[src/wiscPkg.sv]
//####################
// shared definitions for the execute slice
// instruction word union, opcodes,
// ALU codes, select encodings, status bit
//####################
package wiscPkg;

   // one 16-bit word, two decodes
   typedef union packed {
      struct packed {
         logic [4:0] opcode;
         logic [2:0] rs;
         logic [2:0] rd;      // imm8 is {rd, imm5}
         logic [4:0] imm5;
      } iForm;
      struct packed {
         logic [4:0] opcode;
         logic [2:0] rs;
         logic [2:0] rt;
         logic [2:0] rd;
         logic [1:0] func;
      } rForm;
   } wiscInstr;

   localparam logic [4:0] opHalt  = 5'b0_0000;
   localparam logic [4:0] opNop   = 5'b0_0001;
   localparam logic [4:0] opAddi  = 5'b0_1000;
   localparam logic [4:0] opSubi  = 5'b0_1001;
   localparam logic [4:0] opXori  = 5'b0_1010;
   localparam logic [4:0] opAndni = 5'b0_1011;
   localparam logic [4:0] opRoli  = 5'b1_0100;
   localparam logic [4:0] opSlli  = 5'b1_0101;
   localparam logic [4:0] opRori  = 5'b1_0110;
   localparam logic [4:0] opSrli  = 5'b1_0111;
   localparam logic [4:0] opSlbi  = 5'b1_0010;
   localparam logic [4:0] opLbi   = 5'b1_1000;
   localparam logic [4:0] opBtr   = 5'b1_1001;
   localparam logic [4:0] opShift = 5'b1_1010;  // ROL SLL ROR SRL by func
   localparam logic [4:0] opAlu   = 5'b1_1011;  // ADD SUB XOR ANDN by func
   localparam logic [4:0] opSeq   = 5'b1_1100;
   localparam logic [4:0] opSlt   = 5'b1_1101;
   localparam logic [4:0] opSle   = 5'b1_1110;
   localparam logic [4:0] opSco   = 5'b1_1111;

   localparam logic [2:0] aluAdd  = 3'd0;
   localparam logic [2:0] aluXor  = 3'd1;
   localparam logic [2:0] aluAndn = 3'd2;  // B already inverted by invB
   localparam logic [2:0] aluRol  = 3'd3;
   localparam logic [2:0] aluSll  = 3'd4;
   localparam logic [2:0] aluRor  = 3'd5;
   localparam logic [2:0] aluSrl  = 3'd6;
   localparam logic [2:0] aluBtr  = 3'd7;

   localparam logic [1:0] wbAlu  = 2'd0;
   localparam logic [1:0] wbSet  = 2'd1;
   localparam logic [1:0] wbImm8 = 2'd2;
   localparam logic [1:0] wbSlbi = 2'd3;

   localparam logic dstI = 1'b0;  // bits 7:5
   localparam logic dstR = 1'b1;  // bits 4:2

   localparam logic [2:0] condEq = 3'd0;
   localparam logic [2:0] condLt = 3'd1;
   localparam logic [2:0] condLe = 3'd2;
   localparam logic [2:0] condCo = 3'd3;

   localparam int statHalted = 0;

endpackage

[src/controlUnit.sv]
//####################
// instruction decoder
// opcode and func to datapath controls
// plus the illegal-opcode flag
//####################
module controlUnit import wiscPkg::*; (
   input  wiscInstr   instr,
   output logic [2:0] aluOp,
   output logic       immB,     // B operand from imm5
   output logic       zeroExt,  // zero extend imm5
   output logic       invA,
   output logic       invB,
   output logic       cin,
   output logic       regWrt,
   output logic [1:0] wbSel,
   output logic       dstSel,
   output logic [2:0] condSel,
   output logic       halt,
   output logic       illegal
);

   logic [4:0] opcode;
   logic [1:0] func;

   assign opcode = instr.iForm.opcode;
   assign func   = instr.rForm.func;  // only meaningful for reg ALU groups

   always_comb begin
      aluOp   = aluAdd;
      immB    = 1'b0;
      zeroExt = 1'b0;
      invA    = 1'b0;
      invB    = 1'b0;
      cin     = 1'b0;
      regWrt  = 1'b0;
      wbSel   = wbAlu;
      dstSel  = dstI;
      condSel = condEq;
      halt    = 1'b0;
      illegal = 1'b0;
      case (opcode)
         opHalt: begin
            halt = 1'b1;  // sticky flag set in the bus slave
         end
         opNop: begin
            // nothing to write
         end
         opAddi, opSubi, opXori, opAndni, opRoli, opSlli, opRori, opSrli: begin
            regWrt  = 1'b1;
            immB    = 1'b1;
            zeroExt = (opcode != opAddi) && (opcode != opSubi);  // add/sub sign extend
            case (opcode)
               opSubi: begin
                  invA = 1'b1;  // imm5 - rs
                  cin  = 1'b1;
               end
               opXori:  aluOp = aluXor;
               opAndni: begin
                  aluOp = aluAndn;
                  invB  = 1'b1;  // rs & ~imm
               end
               opRoli:  aluOp = aluRol;
               opSlli:  aluOp = aluSll;
               opRori:  aluOp = aluRor;
               opSrli:  aluOp = aluSrl;
               default: aluOp = aluAdd;  // ADDI
            endcase
         end
         opAlu: begin
            regWrt = 1'b1;
            dstSel = dstR;
            case (func)
               2'b01: begin
                  invA = 1'b1;  // SUB is rt - rs
                  cin  = 1'b1;
               end
               2'b10: aluOp = aluXor;
               2'b11: begin
                  aluOp = aluAndn;
                  invB  = 1'b1;
               end
               default: aluOp = aluAdd;
            endcase
         end
         opShift: begin
            regWrt = 1'b1;
            dstSel = dstR;
            case (func)
               2'b00:   aluOp = aluRol;
               2'b01:   aluOp = aluSll;
               2'b10:   aluOp = aluRor;
               default: aluOp = aluSrl;
            endcase
         end
         opBtr: begin
            regWrt = 1'b1;
            dstSel = dstR;
            aluOp  = aluBtr;
         end
         opSeq, opSlt, opSle, opSco: begin
            regWrt = 1'b1;
            dstSel = dstR;
            wbSel  = wbSet;
            invB   = 1'b1;  // adder forms rs - rt
            cin    = 1'b1;
            case (opcode)
               opSlt:   condSel = condLt;
               opSle:   condSel = condLe;
               opSco:   condSel = condCo;
               default: condSel = condEq;
            endcase
         end
         opLbi: begin
            regWrt = 1'b1;
            wbSel  = wbImm8;  // dest is rs
         end
         opSlbi: begin
            regWrt = 1'b1;
            wbSel  = wbSlbi;
         end
         default: begin
            illegal = 1'b1;  // memory, branch, jump, siic, RTI, undefined
         end
      endcase
   end

endmodule

[src/regFile.sv]
//####################
// register file, 8 x 16 bits
// two operand reads, one write, host read
//####################
module regFile (
   input  logic        clk,
   input  logic        rstN,
   input  logic [2:0]  rsAddr,
   input  logic [2:0]  rtAddr,
   output logic [15:0] rsData,
   output logic [15:0] rtData,
   input  logic        wrEn,
   input  logic [2:0]  wrAddr,
   input  logic [15:0] wrData,
   input  logic [2:0]  hostAddr,
   output logic [15:0] hostData
);

   logic [15:0] regs [8];

   // write lands on the ack edge
   always_ff @(posedge clk) begin
      if (!rstN) begin
         for (int i = 0; i < 8; i++) begin
            regs[i] <= '0;  // all registers read zero after reset
         end
      end else if (wrEn) begin
         regs[wrAddr] <= wrData;
      end
   end

   assign rsData   = regs[rsAddr];    // operand A
   assign rtData   = regs[rtAddr];    // operand B
   assign hostData = regs[hostAddr];  // bus read path

endmodule

[src/executeUnit.sv]
//####################
// execute datapath
// ALU, shifter, set conditions,
// write-back and destination select
//####################
module executeUnit import wiscPkg::*; (
   input  wiscInstr    instr,
   input  logic [2:0]  aluOp,
   input  logic        immB,
   input  logic        zeroExt,
   input  logic        invA,
   input  logic        invB,
   input  logic        cin,
   input  logic        regWrt,
   input  logic [1:0]  wbSel,
   input  logic        dstSel,
   input  logic [2:0]  condSel,
   input  logic        halt,
   input  logic        issue,     // acked instruction this cycle
   input  logic [15:0] rsData,
   input  logic [15:0] rtData,
   output logic        wrEn,
   output logic [2:0]  wrAddr,
   output logic [15:0] wrData,
   output logic        haltReq
);

   logic [7:0]  imm8;
   logic [15:0] immExt, bOp, aIn, bIn, sum, aluRes;
   logic [16:0] addFull;
   logic [31:0] rolFull, rorFull;
   logic [3:0]  shamt;
   logic        cout, zeroF, ovf, ltF, setBit;

   assign imm8   = {instr.iForm.rd, instr.iForm.imm5};
   assign immExt = zeroExt ? {11'b0, instr.iForm.imm5}
                           : {{11{instr.iForm.imm5[4]}}, instr.iForm.imm5};
   assign bOp    = immB ? immExt : rtData;
   assign aIn    = invA ? ~rsData : rsData;
   assign bIn    = invB ? ~bOp : bOp;

   assign addFull = {1'b0, aIn} + {1'b0, bIn} + {16'b0, cin};
   assign sum     = addFull[15:0];
   assign cout    = addFull[16];

   assign shamt   = bOp[3:0];               // low 4 bits only
   assign rolFull = {rsData, rsData} << shamt;
   assign rorFull = {rsData, rsData} >> shamt;

   always_comb begin
      case (aluOp)
         aluXor:  aluRes = aIn ^ bIn;
         aluAndn: aluRes = aIn & bIn;       // invB did the NOT
         aluRol:  aluRes = rolFull[31:16];
         aluSll:  aluRes = rsData << shamt;
         aluRor:  aluRes = rorFull[15:0];
         aluSrl:  aluRes = rsData >> shamt;
         aluBtr:  aluRes = {<<{rsData}};    // bit reverse
         default: aluRes = sum;
      endcase
   end

   // flags of rs + ~rt + 1
   assign zeroF = (sum == 16'h0000);
   assign ovf   = (aIn[15] == bIn[15]) && (sum[15] != aIn[15]);
   assign ltF   = sum[15] ^ ovf;            // signed less than

   always_comb begin
      case (condSel)
         condEq:  setBit = zeroF;
         condLt:  setBit = ltF;
         condLe:  setBit = ltF | zeroF;
         condCo:  setBit = cout;
         default: setBit = 1'b0;
      endcase
   end

   always_comb begin
      case (wbSel)
         wbSet:   wrData = {15'b0, setBit};
         wbImm8:  wrData = {{8{imm8[7]}}, imm8};  // LBI
         wbSlbi:  wrData = {rsData[7:0], imm8};
         default: wrData = aluRes;
      endcase
   end

   // LBI and SLBI write back into rs
   assign wrAddr = ((wbSel == wbImm8) || (wbSel == wbSlbi)) ? instr.iForm.rs :
                   (dstSel == dstR) ? instr.rForm.rd : instr.iForm.rd;

   assign wrEn    = regWrt & issue;
   assign haltReq = halt & issue;

endmodule

[src/wbSlave.sv]
//####################
// Wishbone classic slave
// address decode, ack/err, read data,
// sticky halted flag
//####################
module wbSlave import wiscPkg::*; #(
   parameter int ADDR_WIDTH = 8
) (
   input  logic                  clk,
   input  logic                  rstN,
   input  logic                  cyc,
   input  logic                  stb,
   input  logic                  we,
   input  logic [ADDR_WIDTH-1:0] adr,
   input  logic [15:0]           datW,
   output logic [15:0]           datR,
   output logic                  ack,
   output logic                  err,
   output wiscInstr              instrWord,
   output logic                  issue,
   output logic [2:0]            hostAddr,
   input  logic                  illegal,
   input  logic                  haltReq,
   input  logic [15:0]           hostData
);

   logic        halted;
   logic        req, isInstr, isStatRd, isRegRd, good;
   logic [15:0] status;

   assign req      = cyc & stb & ~ack & ~err;       // new request, not yet answered
   assign isInstr  = we & (adr == '0);
   assign isStatRd = ~we & (adr == '0);
   assign isRegRd  = ~we & (adr[ADDR_WIDTH-1:3] == 1);  // 8..15
   assign good     = isInstr ? (~illegal & ~halted) : (isStatRd | isRegRd);

   assign issue     = req & isInstr & ~illegal & ~halted;
   assign instrWord = datW;
   assign hostAddr  = adr[2:0];

   always_comb begin
      status             = '0;
      status[statHalted] = halted;
   end

   always_ff @(posedge clk) begin
      if (!rstN) begin
         ack    <= 1'b0;
         err    <= 1'b0;
         halted <= 1'b0;
      end else begin
         ack <= req & good;
         err <= req & ~good;
         if (haltReq) halted <= 1'b1;  // held until reset
      end
   end

   always_ff @(posedge clk) begin
      if (req & ~we) datR <= isStatRd ? status : hostData;
   end

endmodule

[src/wiscCore.sv]
//####################
// execute slice top level
// bus slave, decoder, register file, datapath
//####################
module wiscCore import wiscPkg::*; #(
   parameter int ADDR_WIDTH = 8
) (
   input  logic                  clk,
   input  logic                  rstN,
   input  logic                  cyc,
   input  logic                  stb,
   input  logic                  we,
   input  logic [ADDR_WIDTH-1:0] adr,
   input  logic [15:0]           datW,
   output logic [15:0]           datR,
   output logic                  ack,
   output logic                  err
);

   wiscInstr    instrWord;
   logic        issue, illegal, haltReq;
   logic [2:0]  hostAddr;
   logic [15:0] hostData, rsData, rtData, wrData;
   logic [2:0]  aluOp, condSel, wrAddr;
   logic [1:0]  wbSel;
   logic        immB, zeroExt, invA, invB, cin, regWrt, dstSel, halt, wrEn;

   wbSlave #(.ADDR_WIDTH(ADDR_WIDTH)) uBus (
      .clk, .rstN, .cyc, .stb, .we, .adr, .datW, .datR, .ack, .err,
      .instrWord, .issue, .hostAddr, .illegal, .haltReq, .hostData
   );

   controlUnit uCtrl (
      .instr(instrWord), .aluOp, .immB, .zeroExt, .invA, .invB, .cin,
      .regWrt, .wbSel, .dstSel, .condSel, .halt, .illegal
   );

   regFile uRegs (
      .clk, .rstN,
      .rsAddr(instrWord.rForm.rs), .rtAddr(instrWord.rForm.rt),
      .rsData, .rtData, .wrEn, .wrAddr, .wrData, .hostAddr, .hostData
   );

   executeUnit uExec (
      .instr(instrWord), .aluOp, .immB, .zeroExt, .invA, .invB, .cin,
      .regWrt, .wbSel, .dstSel, .condSel, .halt, .issue, .rsData, .rtData,
      .wrEn, .wrAddr, .wrData, .haltReq
   );

endmodule

[config.mk]
export PLATFORM = sky130hd
export DESIGN_NAME = wiscCore
export DESIGN_NICKNAME = d
export VERILOG_FILES = /design/src/wiscPkg.sv /design/src/controlUnit.sv /design/src/regFile.sv /design/src/executeUnit.sv /design/src/wbSlave.sv /design/src/wiscCore.sv
export SDC_FILE = /design/constraint.sdc
export NUM_CORES = 1
export LEC_CHECK = 0
export ABC_CLOCK_PERIOD_IN_PS = 5200
export BUFFER_PORTS_ARGS = -buffer_cell sky130_fd_sc_hd__buf_2
export CAP_MARGIN = 10
export CORE_MARGIN = 3
export CORE_UTILIZATION = 58
export CTS_CLUSTER_SIZE = 30
export DETAILED_ROUTE_END_ITERATION = 10
export PLACE_DENSITY = 0.76
export SLEW_MARGIN = 20
export SYNTH_ARGS = -nofsm -noshare
export SYNTH_HDL_FRONTEND = slang
export SYNTH_HIERARCHICAL = 1
export SYNTH_SLANG_ARGS = --single-unit
[constraint.sdc]
create_clock -name clk -period 5.2 [get_ports clk]
set_input_delay 0.52 -clock clk [delete_from_list [all_inputs] [get_ports clk]]
set_output_delay 0.52 -clock clk [all_outputs]
set_load 0.02 [all_outputs]
# Word-level counts from Yosys, hierarchy flattened
# Memories as Yosys holds them, arrays and structs flattened.
# Index checks and enable logic that the tools add are counted.
[totals]
reg_bits = 19
ramBits = 128
in_bits = 29
output_inout_bits = 18
word_cells = 129
mem_count = 1
[memory_table]
columns = ["name", "depth", "word_bits", "read_ports", "rd_ports_with_merged_regs", "write_ports", "line", "text"]
rows = [
  ["uRegs.regs", 8, 16, 3, 0, 8, "regFile.sv:19", "logic [15:0] regs [8];"],
]
[op_classes]
n_addsub = 2
eq_ne = 39
n_shift = 4
n_mux = 37
n_bitwise = 27
reduce_logical = 14
[op_table]
columns = ["operator", "count"]
rows = [
  ["16-bit one-hot mux with 7 select lines", 1],
  ["16-bit 2-to-1 mux", 5],
  ["5-bit equality test, second input constant", 13],
  ["16-bit one-hot mux with 3 select lines", 1],
  ["16-bit inverter", 2],
  ["32-bit by 4-bit << shifter with 32-bit output", 1],
  ["32-bit by 4-bit >> shifter with 16-bit output", 1],
  ["5-bit by 4-bit equality test with 1-bit output, second input constant", 4],
  ["19-bit OR reduction", 1],
  ["3-bit one-hot mux with 6 select lines", 1],
  ["16-bit by 16-bit adder with 17-bit output", 1],
  ["17-bit by 1-bit adder with 17-bit output", 1],
  ["17-bit OR reduction", 1],
  ["16-bit bitwise AND", 1],
  ["16-bit zero test", 1],
  ["1-bit 2-to-1 mux", 16],
  ["16-bit OR reduction", 1],
  ["16-bit by 4-bit << shifter with 16-bit output", 1],
  ["16-bit by 4-bit >> shifter with 16-bit output", 1],
  ["16-bit XOR", 1],
  ["1-bit bitwise AND", 15],
  ["3-bit by 2-bit equality test with 1-bit output, second input constant", 4],
  ["3-bit equality test, second input constant", 4],
  ["3-bit 2-to-1 mux", 4],
  ["26 further kinds", 41],
]

# Depth between registers and ports, before layout
[depth]
depth_word = 16
ltp_mapped = 22
depth_no_buf = 18

# Modules after synthesis
# Netlist, hierarchy kept.
[modules_own_cells]
columns = ["module", "n_inst", "cells_each", "area_each_um2", "seq_area_each_um2"]
rows = [
  ["regFile", 1, 487, 7947.6, 3843.7],
  ["executeUnit", 1, 555, 3803.6, 0.0],
  ["wbSlave", 1, 70, 914.6, 540.5],
  ["controlUnit", 1, 68, 451.7, 0.0],
]

# Least setup slack after synthesis
# OpenSTA, ideal clock, no wires.
[synth_path]
path_type = "input -> register"
start = "input port datW[15]"
end = "memory uRegs.regs[7][0], data pin"
setup_time_ns = 0.157
t_arrival_ns = 5.413
required_ns = 5.043
path_slack_ns = -0.370
stages = 20
n_path_buf = 4
path_cell_list = "buf_4 buf_2 nor2b_1 or4_1 a21boi_1 clkbuf_1 clkbuf_1 xnor2_1 fa_1 fa_1 a21o_1 a221o_1 xor2_1 a2111oi_2 nand4_1 a2111oi_2 a31oi_1 nand3_1 clkinv_1 nor3_1"
[synth_lines]
columns = ["element", "line", "text"]
rows = [
  ["start: declaration", "wiscCore.sv:14", "input logic [15:0] datW,"],
  ["end: declaration", "regFile.sv:19", ""],
]

==> results.cfg <==
[run_status]
status = finished, final reports clean

[grt]
grt_max_degree = 69
antenna_found_initial = 0
grt_overflow = 0
grt_pass1_wl_um = 63300
grt_usage_pct = 34.2
grt_pass1_vias = 10554

[sta]
setup-tns-final_ps = 0
rsz0062_at_grt = no
slew_viol_final = 0
skew_ps = 22.2
max_slew_margin_pct = 27.5
tightest_slew_ps = 1090
period_needed_ps = 4920
setup_viol = 0
hold_violations = 0
timing.hold.ws_ps = 505
finalCritPeriodShare_pct = 94.5
max_freq_mhz = 203

[clock_tree]
cts_buffers = 17
cts_setup_buffers = 0
clkSinkCount = 147
cts_resized = 0
clk_pin_slew_worst_paths_ps = 70
cts_max_level = 4
cts_root_buf = clkbuf_16
clk_latency_ps = 420
cts_tree = built
hold_buffers = 0
cts_buffer_depth = 2

[drt]
drc_errors = 0
post_drt_wl_per_cell_um = 28.6
vias = 10882
wl_um = 41900
first_pass_iters = 6
drt_iter0_markers = 1485
viasPerCell = 7.43
detail-route-antenna-nets = 0

[power]
clock_power_share_pct = 29.2
power_density_nw_per_um2 = 289
ir_worst_vdd_mv = 0.235
comb_power_share_pct = 37.3
p_sw_mw = 1.50
power.internal_mw = 2.57
seqPwrFrac_pct = 33.6
power.total_mw = 4.07
p_leak_nw = 5.39
swShare_pct = 37.0

[placed_design]
place_hpwl_um = 28800
place.gp.congestion = 1.03
dpl.cell_count = 1432
place_area_um2 = 13500
port_buffers = 46

[layout]
layout_commonest_cell = edfxtp_1
final_cell_mix = 144 x edfxtp_1, 139 x nor3_1, 84 x mux4_1, 66 x mux2i_1, 61 x a21oi_1
drive_gt1_share_pct = 20.3
finalNetCount = 1224
num_antenna_cells = 0
area_growth_pct = 7.56
n_fill_cell = 1676
design_area_um2 = 14100
stdcell_count = 1464

[yosys]
syn_nets = 1233
syn_avg_cell_area_um2 = 11.1
ys_ff_latch = 147
synthArstFlopShare_pct = 0
syn-cell-area_um2 = 13100
synthDistinctLibCells = 81
synth-main-ff-cell = edfxtp_1
ys_seq_area_share_pct = 33.4
yosysWarnings = 6
synthCells = 1180
synth_edf_count = 144

[critical_path]
critPathKind = flip-flop to flip-flop
startpoint_type = flip-flop
setup.worst_path.end_class = flip-flop
crit_required_ps = 5430
arrival_ps = 5150
crit_fanout = 8

[min_path]
hold_class = input port to flip-flop

[die]
initial_core_util_pct = 59.6
die_x_um = 156
core_um2 = 22000
die_h_um = 156
dieArea_um2 = 24500
ioPinCount = 47
rows = 54

[job]
max_cap_viol_count = 0
==> stage by stage <==
| stage | setup WS [ps] | utilization (%) |
|---|---|---|
| 3_5_place_dp | 57.3 | 61.5 |
| 5_1_grt | 22.9 | 64.1 |
| 6_report | 284 | 64.1 |
| 2_1_floorplan | 19.3 | - |
| 3_3_place_gp | 152 | 61.5 |
| 4_1_cts | 343 | 64.1 |
==> critical path, cell delays in order (launching register included) <==
cell and delay, ps:
edfxtp_1 440, mux4_1 490, mux2_2 310, mux2i_4 160
xnor2_1 130, fa_2 450, fa_2 410, a21o_1 210
a221o_1 410, a22oi_1 190, and2_1 190, o21ai_0 110
a21oi_1 160, a31oi_1 60, a21oi_1 370, clkinv_1 330
nor3_1 290
==> path summary, 6_finish.rpt <==
kind	slack, ps	to	from	depth (start not counted)
worst max-delay path	280	uRegs/regs[5][10]	uRegs/regs[5][0]	16
worst min-delay path	510	uBus/ack	cyc	4
worst max register to register	280	uRegs/regs[5][10]	uRegs/regs[5][0]	16
worst min register to register	580	uBus/ack	uBus/err	3
==> cells by family after synthesis <==
family | Yosys count | synth area share [%]
other | 1 | 0.0286
flip-flops | 147 | 33.4
AO/OA/AOI/OAI | 244 | 12.2
AND/OR/NAND/NOR | 330 | 13.0
multiplexers | 222 | 29.5
XOR/XNOR | 43 | 2.87
adder cells (fa/ha/maj) | 24 | 2.40
buffers and inverters | 169 | 6.58
==> routing by layer <==
metal | vias up | wire (um) | GRT usage (%)
li1 | 4665 | - | -
met1 | 5224 | 15500 | 45.2
met2 | 811 | 19200 | 53.5
met3 | 182 | 4560 | 7.13
met4 | 0 | 2560 | 18.0
met5 | - | 0 | 0
==> cell type report <==
| class | instances | area (um2) | area share (%) |
|---|---|---|---|
| Multi-Input combinational cell | 864 | 7940 | 56.3 |
| Sequential cell | 147 | 4380 | 31.1 |
| Timing Repair Buffer | 107 | 738 | 5.23 |
| Clock buffer | 19 | 443 | 3.14 |
| Tap cell | 280 | 350 | 2.48 |
| Inverter | 34 | 129 | 0.913 |
| Clock inverter | 13 | 126 | 0.896 |
==> synth_stat cells, drive strengths merged (5+ instances only) <==
cell    instances  area (um2)
o221ai          8        70.1
and3            6        37.5
mux2i          69         698
o211ai         10        75.1
nor3          140         706
clkinv         19        71.3
a31oi           5        31.3
nor2           45         169
nand2          49         184
a22oi           8        60.1
edfxtp        144        4320
inv            15        56.3
a22o            5        43.8
o21a            5        37.5
ha             22         275
or3             6        37.5
and2            5        31.3
mux4          100        2570
xnor2          21         184
nand2b          6        37.5
a221oi         12         105
a21oi          61         305
nand3          16        80.1
a21o            6        45.0
o21ai          68         340
o22ai          10        62.6
nor2b          25         156
nand3b          6        45.0
xor2           22         193
buf            68         479
clkbuf         67         257
mux2           53         601
a221o           5        50.1
==> power by group through the flow <==
stage,clock network [mW],registers (mW),logic (mW)
finish,1.19,1.37,1.52
CTS,1.20,1.37,1.47
global placement,0,1.39,1.45
floorplan,0,1.38,1.03
detailed placement,0,1.39,1.45
global route,1.25,1.37,1.60
==> registers in the layout, summed over array words and instances (netlist names) <==
register,cells
uRegs/regs,128
uBus/ack,1
uBus/datR,16
uBus/err,1
uBus/halted,1
Note: power is estimated with default switching activity, not from simulation.
